**src/source/hazard_pkg.sv**
```systemverilog
// Integer-only six-stage core; the MMIO window is fixed at build time and the counter fits two bubbles
`default_nettype none

package hazard_pkg;

  // ==============================
  // Pipeline geometry
  // ==============================

  // IF, PD, ID, EX, MA and WB
  localparam int unsigned NUM_PIPELINE_STAGES = 6;

  // Token bit that marks a valid PC once an instruction sits in ID
  localparam int unsigned PC_VALID_STAGE_INDEX = 2;

  // Integer register file has 32 entries
  localparam int unsigned REG_IDX_W = 5;

  // Data address width
  localparam int unsigned XLEN = 32;

  // ==============================
  // Memory-mapped I/O window
  // ==============================

  // Reads inside this range have side effects such as a UART RX pop
  localparam logic [XLEN-1:0] MMIO_BASE_ADDR = 32'h4000_0000;
  localparam logic [XLEN-1:0] MMIO_SIZE_BYTES = 32'h0000_0028;

  // The bubble counter must be able to hold MMIO_STALL_CYCLES
  localparam int unsigned MMIO_CNT_W = 2;

  typedef logic [REG_IDX_W-1:0] reg_idx_t;
  typedef logic [MMIO_CNT_W-1:0] mmio_count_t;

  // Number of bubbles inserted for one side-effecting load
  localparam mmio_count_t MMIO_STALL_CYCLES = 2'd2;

  // ==============================
  // Stage bundles
  // ==============================

  // Source indices decoded early in PD, ahead of the full ID decode
  typedef struct packed {
    reg_idx_t source_reg_1_early;
    reg_idx_t source_reg_2_early;
  } pd_sources_t;

  // Instruction currently held in EX
  typedef struct packed {
    logic     is_load;
    logic     is_multiply;
    logic     is_divide;
    logic     is_csr;
    reg_idx_t dest_reg;
  } id_ex_info_t;

  // Instruction currently held in MA
  typedef struct packed {
    logic            is_load;
    logic            is_lr;
    logic [XLEN-1:0] data_memory_address;
  } ex_ma_info_t;

  // Live execute signals, not registered at the stage boundary
  typedef struct packed {
    logic branch_taken;
    logic multiply_completing_next_cycle;
    logic divide_busy;
  } ex_comb_t;

  typedef struct packed {
    logic reset_in_progress;
    logic hit_on_load;
  } cache_status_t;

  // Control bundle broadcast to every pipeline stage
  typedef struct packed {
    logic reset;
    logic stall;
    logic flush;
    logic stall_registered;
    logic stall_for_load_use_hazard;
    logic load_use_hazard_detected;
    logic stall_for_trap_check;
    logic trap_taken_registered;
    logic mret_taken_registered;
  } pipeline_ctrl_t;

endpackage : hazard_pkg

`default_nettype wire
```
**src/source/hazard_resolution_unit.sv**
```systemverilog
// Integer-only hazard control; trap and MRET must not depend on o_pipeline_ctrl.stall
`default_nettype none

module hazard_resolution_unit (
  input  wire logic                       i_clk,
  input  wire logic                       i_pipeline_reset,
  input  wire hazard_pkg::pd_sources_t    i_pd_sources,
  input  wire hazard_pkg::id_ex_info_t    i_id_ex,
  input  wire hazard_pkg::ex_ma_info_t    i_ex_ma,
  input  wire hazard_pkg::ex_comb_t       i_ex_comb,
  input  wire hazard_pkg::cache_status_t  i_cache,
  input  wire logic                       i_trap_taken,
  input  wire logic                       i_mret_taken,
  input  wire logic                       i_stall_for_wfi,
  output hazard_pkg::pipeline_ctrl_t      o_pipeline_ctrl,
  output logic                            o_mmio_read_pulse,
  output logic                            o_rst_done,
  output logic                            o_vld,
  output logic                            o_pc_vld
);

  // ==============================
  // Reset and stall combine
  // ==============================

  logic pipeline_reset;
  logic pipeline_stall;
  logic pipeline_flush;

  // Individual stall sources
  logic multicycle_stall;
  logic csr_stall;
  logic load_use_detected;
  logic stall_for_load_use;
  logic mmio_stall;

  logic stall_sources;
  logic stall_sources_for_trap;

  // Registered flush and stall state
  logic stall_registered;
  logic trap_taken_registered;
  logic mret_taken_registered;

  // The cache clears its tags after reset and the pipeline waits for it
  assign pipeline_reset = i_pipeline_reset || i_cache.reset_in_progress;
  assign o_rst_done = !i_cache.reset_in_progress;

  assign stall_sources = multicycle_stall || stall_for_load_use || csr_stall ||
                         mmio_stall || i_stall_for_wfi;

  // The trap unit sees this level, which ignores trap and MRET and so cannot loop
  // A CSR in EX is flushed by the trap anyway, so its wait is left out
  assign stall_sources_for_trap = multicycle_stall || stall_for_load_use ||
                                  mmio_stall || i_stall_for_wfi;

  // A taken trap or MRET wins over every stall, which is how WFI wakes up
  assign pipeline_stall = stall_sources && !i_trap_taken && !i_mret_taken;

  // ==============================
  // Hazard blocks
  // ==============================

  execute_stall_unit u_execute_stall_unit (
    .i_clk              (i_clk),
    .i_pipeline_reset   (pipeline_reset),
    .i_id_ex            (i_id_ex),
    .i_ex_comb          (i_ex_comb),
    .o_multicycle_stall (multicycle_stall),
    .o_csr_stall        (csr_stall)
  );

  load_use_detector u_load_use_detector (
    .i_clk                (i_clk),
    .i_pipeline_reset     (pipeline_reset),
    .i_stall              (pipeline_stall),
    .i_flush              (pipeline_flush),
    .i_pd_sources         (i_pd_sources),
    .i_id_ex              (i_id_ex),
    .i_ex_ma              (i_ex_ma),
    .i_cache_hit_on_load  (i_cache.hit_on_load),
    .i_multicycle_stall   (multicycle_stall),
    .o_load_use_detected  (load_use_detected),
    .o_stall_for_load_use (stall_for_load_use)
  );

  mmio_load_guard u_mmio_load_guard (
    .i_clk             (i_clk),
    .i_pipeline_reset  (pipeline_reset),
    .i_stall           (pipeline_stall),
    .i_flush           (pipeline_flush),
    .i_ex_ma           (i_ex_ma),
    .o_mmio_stall      (mmio_stall),
    .o_mmio_read_pulse (o_mmio_read_pulse)
  );

  flush_control u_flush_control (
    .i_clk                   (i_clk),
    .i_pipeline_reset        (pipeline_reset),
    .i_stall                 (pipeline_stall),
    .i_branch_taken          (i_ex_comb.branch_taken),
    .i_trap_taken            (i_trap_taken),
    .i_mret_taken            (i_mret_taken),
    .o_flush                 (pipeline_flush),
    .o_stall_registered      (stall_registered),
    .o_trap_taken_registered (trap_taken_registered),
    .o_mret_taken_registered (mret_taken_registered)
  );

  valid_token_tracker #(
    .num_stages (hazard_pkg::NUM_PIPELINE_STAGES)
  ) u_valid_token_tracker (
    .i_clk            (i_clk),
    .i_pipeline_reset (pipeline_reset),
    .i_stall          (pipeline_stall),
    .o_vld            (o_vld),
    .o_pc_vld         (o_pc_vld)
  );

  // ==============================
  // Control bundle
  // ==============================

  assign o_pipeline_ctrl.reset = pipeline_reset;
  assign o_pipeline_ctrl.stall = pipeline_stall;
  assign o_pipeline_ctrl.flush = pipeline_flush;
  assign o_pipeline_ctrl.stall_registered = stall_registered;
  assign o_pipeline_ctrl.stall_for_load_use_hazard = stall_for_load_use;
  // Forwarding needs the raw hazard even while a divide hides the bubble
  assign o_pipeline_ctrl.load_use_hazard_detected = load_use_detected;
  assign o_pipeline_ctrl.stall_for_trap_check = stall_sources_for_trap;
  assign o_pipeline_ctrl.trap_taken_registered = trap_taken_registered;
  assign o_pipeline_ctrl.mret_taken_registered = mret_taken_registered;

endmodule : hazard_resolution_unit

`default_nettype wire

```
**src/source/valid_token_tracker.sv**
```systemverilog
// Strobes follow a token stream and not real instructions; num_stages must exceed the PC index
`default_nettype none

module valid_token_tracker #(
  parameter int unsigned num_stages = hazard_pkg::NUM_PIPELINE_STAGES
) (
  input  wire logic i_clk,
  input  wire logic i_pipeline_reset,
  input  wire logic i_stall,
  output logic      o_vld,
  output logic      o_pc_vld
);

  // ==============================
  // Token shift register
  // ==============================

  // Bit n set means a token has reached stage n
  logic [num_stages-1:0] token;

  // A one enters at IF each cycle the pipeline moves
  always_ff @(posedge i_clk) begin
    if (i_pipeline_reset) begin
      token <= '0;
    end else if (!i_stall) begin
      token <= {token[num_stages-2:0], 1'b1};
    end
  end

  // Retire strobe from the last stage
  assign o_vld = token[num_stages-1] && !i_stall;

  // PC strobe once the token is in ID
  assign o_pc_vld = token[hazard_pkg::PC_VALID_STAGE_INDEX] && !i_stall;

endmodule : valid_token_tracker

`default_nettype wire

```
**src/source/flush_control.sv**
```systemverilog
// Flush covers PD and ID only, two cycles per redirect, and it is always masked by stall
`default_nettype none

module flush_control (
  input  wire logic i_clk,
  input  wire logic i_pipeline_reset,
  input  wire logic i_stall,
  input  wire logic i_branch_taken,
  input  wire logic i_trap_taken,
  input  wire logic i_mret_taken,
  output logic      o_flush,
  output logic      o_stall_registered,
  output logic      o_trap_taken_registered,
  output logic      o_mret_taken_registered
);

  // ==============================
  // Redirect extension
  // ==============================

  // Second flush cycle for each redirect source
  logic branch_taken_registered;

  // A redirect held across a stall would flush the correct-path fetch
  // that arrives when the stall ends, so the copies drop during a stall
  always_ff @(posedge i_clk) begin
    if (i_pipeline_reset) begin
      branch_taken_registered <= 1'b0;
      o_trap_taken_registered <= 1'b0;
      o_mret_taken_registered <= 1'b0;
    end else if (i_stall) begin
      branch_taken_registered <= 1'b0;
      o_trap_taken_registered <= 1'b0;
      o_mret_taken_registered <= 1'b0;
    end else begin
      branch_taken_registered <= i_branch_taken;
      o_trap_taken_registered <= i_trap_taken;
      o_mret_taken_registered <= i_mret_taken;
    end
  end

  // Wrong-path instructions sit in PD and ID when EX resolves the redirect
  assign o_flush = (i_branch_taken || branch_taken_registered ||
                    i_trap_taken || o_trap_taken_registered ||
                    i_mret_taken || o_mret_taken_registered) &&
                   !i_stall;

  // ==============================
  // Registered stall
  // ==============================

  // Stages use this to replay data held during the stall
  // A flush cycle is never stalled, so this copy is already low after a flush
  always_ff @(posedge i_clk) begin
    if (i_pipeline_reset) begin
      o_stall_registered <= 1'b0;
    end else begin
      o_stall_registered <= i_stall;
    end
  end

endmodule : flush_control

`default_nettype wire

```
**src/source/mmio_load_guard.sv**
```systemverilog
// Covers loads and LR into one fixed I/O window; stores to the window are not held back here
`default_nettype none

module mmio_load_guard (
  input  wire logic                    i_clk,
  input  wire logic                    i_pipeline_reset,
  input  wire logic                    i_stall,
  input  wire logic                    i_flush,
  input  wire hazard_pkg::ex_ma_info_t i_ex_ma,
  output logic                         o_mmio_stall,
  output logic                         o_mmio_read_pulse
);

  // ==============================
  // Window decode
  // ==============================

  logic                    is_read;
  logic                    in_window;
  logic                    mmio_load_in_ma;
  hazard_pkg::mmio_count_t mmio_count;

  assign is_read = i_ex_ma.is_load || i_ex_ma.is_lr;

  // Half-open range, the end address itself is outside
  assign in_window =
      (i_ex_ma.data_memory_address >= hazard_pkg::MMIO_BASE_ADDR) &&
      (i_ex_ma.data_memory_address <
       (hazard_pkg::MMIO_BASE_ADDR + hazard_pkg::MMIO_SIZE_BYTES));

  assign mmio_load_in_ma = is_read && in_window;

  // ==============================
  // Bubble counter
  // ==============================

  // Hold the load in MA until the device has produced its data
  assign o_mmio_stall = mmio_load_in_ma && (mmio_count < hazard_pkg::MMIO_STALL_CYCLES);

  // Side effects such as a FIFO pop must fire once per load
  // so the pulse is tied to the first bubble only
  assign o_mmio_read_pulse = mmio_load_in_ma && (mmio_count == '0);

  // Any free-running cycle means the load has left MA, so start over
  always_ff @(posedge i_clk) begin
    if (i_pipeline_reset || i_flush) begin
      mmio_count <= '0;
    end else if (!i_stall) begin
      mmio_count <= '0;
    end else if (o_mmio_stall) begin
      mmio_count <= mmio_count + hazard_pkg::mmio_count_t'(1);
    end
  end

endmodule : mmio_load_guard

`default_nettype wire

```
**src/source/execute_stall_unit.sv**
```systemverilog
// Multiplier must raise its completion prediction one cycle ahead; divide latency comes from busy
`default_nettype none

module execute_stall_unit (
  input  wire logic                    i_clk,
  input  wire logic                    i_pipeline_reset,
  input  wire hazard_pkg::id_ex_info_t i_id_ex,
  input  wire hazard_pkg::ex_comb_t    i_ex_comb,
  output logic                         o_multicycle_stall,
  output logic                         o_csr_stall
);

  // ==============================
  // Multiply and divide
  // ==============================

  // Registered prediction from the multiplier
  // It lines up with the cycle the product becomes valid
  logic multiply_completing_reg;
  logic multiply_stall;
  logic divide_stall;

  // Marks that the CSR in EX has already spent its wait cycle
  logic csr_read_waiting;

  always_ff @(posedge i_clk) begin
    if (i_pipeline_reset) begin
      multiply_completing_reg <= 1'b0;
    end else begin
      multiply_completing_reg <= i_ex_comb.multiply_completing_next_cycle;
    end
  end

  // The stall releases one cycle after the prediction rises
  assign multiply_stall = i_id_ex.is_multiply && !multiply_completing_reg;

  // Divide busy may be left high by the divider, so gate it by the opcode in EX
  assign divide_stall = i_id_ex.is_divide && i_ex_comb.divide_busy;

  assign o_multicycle_stall = multiply_stall || divide_stall;

  // ==============================
  // CSR read wait
  // ==============================

  // CSR read data is registered inside the CSR file
  // The first cycle in EX waits for it, the second cycle uses it
  always_ff @(posedge i_clk) begin
    if (i_pipeline_reset) begin
      csr_read_waiting <= 1'b0;
    end else begin
      csr_read_waiting <= i_id_ex.is_csr && !csr_read_waiting;
    end
  end

  assign o_csr_stall = i_id_ex.is_csr && !csr_read_waiting;

endmodule : execute_stall_unit

`default_nettype wire

```
**src/source/load_use_detector.sv**
```systemverilog
// Integer loads only; the one-shot flag expects the load to sit in MA during its bubble cycle
`default_nettype none

module load_use_detector (
  input  wire logic                     i_clk,
  input  wire logic                     i_pipeline_reset,
  input  wire logic                     i_stall,
  input  wire logic                     i_flush,
  input  wire hazard_pkg::pd_sources_t  i_pd_sources,
  input  wire hazard_pkg::id_ex_info_t  i_id_ex,
  input  wire hazard_pkg::ex_ma_info_t  i_ex_ma,
  input  wire logic                     i_cache_hit_on_load,
  input  wire logic                     i_multicycle_stall,
  output logic                          o_load_use_detected,
  output logic                          o_stall_for_load_use
);

  // ==============================
  // Fast potential hazard
  // ==============================

  // Only pipeline registers feed this compare, so it settles early in the cycle
  logic dest_matches_source;
  logic potential_hazard;

  // Registered copies that the final decision is built from
  logic potential_hazard_reg;
  logic cache_hit_reg;

  // Set during the single bubble so a held hazard cannot stall twice
  logic load_use_seen;

  assign dest_matches_source =
      (i_id_ex.dest_reg == i_pd_sources.source_reg_1_early) ||
      (i_id_ex.dest_reg == i_pd_sources.source_reg_2_early);

  // x0 is hardwired to zero and never creates a dependency
  assign potential_hazard = i_id_ex.is_load &&
                            (i_id_ex.dest_reg != '0) &&
                            dest_matches_source;

  // ==============================
  // Registered hit path
  // ==============================

  // The cache hit comes through forwarding, address add and tag compare
  // Ending it at a flop keeps that path out of the stall logic
  always_ff @(posedge i_clk) begin
    if (i_pipeline_reset || i_flush) begin
      potential_hazard_reg <= 1'b0;
      cache_hit_reg <= 1'b0;
    end else if (!i_stall) begin
      potential_hazard_reg <= potential_hazard;
      cache_hit_reg <= i_cache_hit_on_load;
    end
  end

  // A hit returns data in time for forwarding, a miss does not
  assign o_load_use_detected = potential_hazard_reg && !cache_hit_reg && !load_use_seen;

  // Multiply and divide stalls already hold the pipeline and take priority
  assign o_stall_for_load_use = o_load_use_detected && !i_multicycle_stall;

  // The flag updates on free-running cycles and on the load-use bubble itself
  // By the bubble the load has moved on to MA, which arms the flag for one cycle
  always_ff @(posedge i_clk) begin
    if (i_pipeline_reset) begin
      load_use_seen <= 1'b0;
    end else if (!i_stall || o_stall_for_load_use) begin
      load_use_seen <= i_ex_ma.is_load && o_stall_for_load_use;
    end
  end

endmodule : load_use_detector

`default_nettype wire

```
**config.mk**
```make
export PLATFORM = sky130hd
export DESIGN_NAME = hazard_resolution_unit
export DESIGN_NICKNAME = d
export VERILOG_FILES = /design/src/source/hazard_pkg.sv /design/src/source/hazard_resolution_unit.sv /design/src/source/valid_token_tracker.sv /design/src/source/flush_control.sv /design/src/source/mmio_load_guard.sv /design/src/source/execute_stall_unit.sv /design/src/source/load_use_detector.sv
export SDC_FILE = /design/constraint.sdc
export NUM_CORES = 1
export LEC_CHECK = 0
export ABC_AREA = 1
export BUFFER_PORTS_ARGS = -buffer_cell sky130_fd_sc_hd__buf_2
export CAP_MARGIN = 20
export CORE_UTILIZATION = 41
export CTS_CLUSTER_SIZE = 20
export DETAILED_ROUTE_END_ITERATION = 10
export PLACE_DENSITY = 0.81
export SLEW_MARGIN = 0
export SYNTH_ARGS = -nofsm -noshare
export SYNTH_HDL_FRONTEND = slang
export SYNTH_SLANG_ARGS = --single-unit
```
**constraint.sdc**
```tcl
create_clock -name i_clk -period 1.8 [get_ports i_clk]
set_input_delay 0.36 -clock i_clk [delete_from_list [all_inputs] [get_ports i_clk]]
set_output_delay 0.36 -clock i_clk [all_outputs]
set_load 0.02 [all_outputs]
```
==> metrics.txt <==
Die Y 53.65 um; Num CTS Buffers 3; Syn Area/Cell 6.471 um^2; crit-path max FO 6; Worst-Margin Slew 405.9 ps; top cell type's share of synthesized area 31.12%; cell row count 18; Yosys warning count 0; post-synthesis adder-cell area fraction between 1 and 1.5%; unrepaired setup endpoints after global routing yes; failing checks setup timing; non-filler cells, final 278; grt ovf 0; Worst-Skew Late Latency 290 ps; commonest non-fill, non-tap cell in the layout buf_2; area post-placement 1491 um^2; Crit. End Element output port; kind of critical path reg2out; mux contribution to synthesized area 0%; Top reg by flops u_valid_token_tracker.token; post-DP HPWL between 1.5 and 2 mm; Iter 0 DRT Violations 6; Synth Area in Compound Gates under 10%; worst hold path type in2reg; CP most frequent cell nor3_2; DRT Pass-1 Iters 4; xor-xnor portion of the synthesized cell area 8.009%; placed insts 271; pin count of the biggest net entering global routing 10; Routed WL approximately 2.5 mm; CTS tree yes; Yosys reg bits 17; VDD IR-drop max 0.5714 mV; Final Hold Viols 0; largest family of logic cells by synthesized area simple AND/OR/NAND/NOR gates; DRC 0; most frequent cells in the layout 63 x buf_2, 31 x nand2_1, 29 x inv_1; fin crit share 100.4%; I/O pins 76; met3 WL post-DR 167 um; Die W roughly 54 um; core area 2500 um^2; Metal-1 WL 927 um; top cell type by total area after synthesis dfxtp_1; Post-DRT Antenna Nets 0; CTS Hold Bufs 0; Root Driver clkbuf_4; Final nets 313; fillers 237; Area growth, synth to finish 52.06%; clock slew at reported path FFs 90 ps; post-synthesis simple-gate area fraction 36.38%; crit path launch type flop; Synth area leaders dfxtp_1 31%, inv_1 13%, nand2_1 12%, nor2_1 9.6%, buf_4 6.2%; Final GP Congestion 0.7184; final setup fails 2; cell leakage power between 0.9 and 1 nW; routed length per instance 8.838 um; number of antenna violations at the first check in global routing 0; share of layout cells above drive strength 1 49.60%; Max Cap Violations 0; Max Buffers Root-to-Sink 2; ANT cells 0; worst rel slew slack between 70% and 80%; Vias/cell between 4 and 5; Final Cell Area 1663 um^2; Slowest-stage cell, CP dfxtp_2; GR Util All Layers 18.06%; Final min period approximately 1800 ps; die area 2878 um^2; Initial Util 43.74%; port bufs 72; status complete, but fails checks; Worst EP required 1440 ps; H-tree lvl count 1; FMAX 0.5531 GHz; wire length on met2 roughly 1.3 mm; worst-case clock skew approximately 1.4 ps; Cell Area, Synth 1094 um^2; max FFs per register 6; vias in the first global route 1086; via count approximately 1200; Gate Count Post-Synth 169; clock sink total 17; Top Registers u_valid_token_tracker.token x6, u_mmio_load_guard.mmio_count x2; number of library cell types mapped by synthesis 25; setup slack after layout -7.934 ps; Setup TNS Final -12.48 ps; Pwr Density ~480 nW/um^2; Crit path arrival time 1450 ps; global-route wire length before repair 3.767 mm; register area share after synthesis 31.12%; Slew Limit Fails 0; slowest stage delay, CP about 340 ps; uppermost routed layer met4; sequence of cells on the critical path nor3_2 -> nor3_2 -> nand3_2 -> nand2_4 -> nand2_2 -> inv_2 -> buf_6; syn nets about 230
==> critical path: cells and delay by family, from the launching register on <==
kind                   cells  cell delay, ps
buffers and inverters      2             160
flip-flops                 1             340
AND/OR/NAND/NOR            5             670
==> stage by stage <==
stage                     worst slack, ps  hold slack [ps]  total power [mW]  utilization [%]
after detailed placement           -61.01            434.9            0.5824            59.66
after global placement             -46.47            430.1            0.5792            59.66
after CTS                          -16.29            253.5            0.7919            62.01
final                              -7.934            266.4            0.8058            66.52
after floorplan                     51.08            418.8            0.4937                -
after global routing               -98.83            263.3            0.8540            66.52
==> layout make-up <==
| class | count | area (um^2) | area share [%] |
|---|---|---|---|
| Timing Repair Buffer | 84 | 506.7 | 30.47 |
| Inverter | 38 | 145.1 | 8.728 |
| Multi-Input combinational cell | 105 | 601.8 | 36.19 |
| Tap cell | 30 | 37.54 | 2.257 |
| Sequential cell | 17 | 345.3 | 20.77 |
| Clock buffer | 4 | 26.28 | 1.580 |
==> repair_timing <==
item	CTS	global route
pin swaps	4	21
buffers inserted	2	1
gates resized for setup	7	37
setup endpoints to repair	4	5
==> synth_stat cells <==
library cell	instances
nor3_1	3
inv_1	37
buf_4	9
xor2_1	6
o21ai_0	4
dfxtp_1	17
nor2_8	1
inv_2	1
nor2_2	1
nand3_2	2
ha_1	1
nor2_1	28
nand2_4	1
o21ai_1	1
o21ai_2	1
and3_2	1
nor2_4	1
nand4_1	1
nor4_1	2
and2_1	2
xnor2_1	4
a21oi_1	1
nand2_1	36
a31oi_1	1
nand3_1	7
==> per-layer routing <==
metal | up-vias | track usage [%]
met3 | 6 | 4.520
li1 | 647 | -
met4 | 0 | 6.140
met2 | 45 | 37.92
met5 | - | 0
met1 | 513 | 16.10
==> kinds of logic (layout without fill, tap and decap cells) <==
group,Yosys count,count (layout)
AOI/OAI and AO/OA,8,8
xor gates and xnor gates,10,10
adders and majority gates,1,1
buffers and inverters,47,126
DFF,17,17
and+or+nand+nor,86,86
==> power by group <==
group	leakage, nW	switching [mW]	internal (mW)
clock network	0.0150	0.115	0.0863
logic	0.774	0.103	0.114
registers	0.140	0.00293	0.384
total	0.929	0.221	0.585
==> final timing paths <==
path | end | start | slack (ps) | cells after the start
worst max-delay path | o_pc_vld | u_load_use_detector.cache_hit_reg | -8 | 7
worst min-delay path | u_execute_stall_unit.multiply_completing_reg | i_ex_comb[1] | 270 | 3
worst max register to register | u_valid_token_tracker.token[0] | u_load_use_detector.cache_hit_reg | 210 | 8
worst min register to register | u_valid_token_tracker.token[5] | u_valid_token_tracker.token[5] | 450 | 2
(Power assumes the default switching activity.)
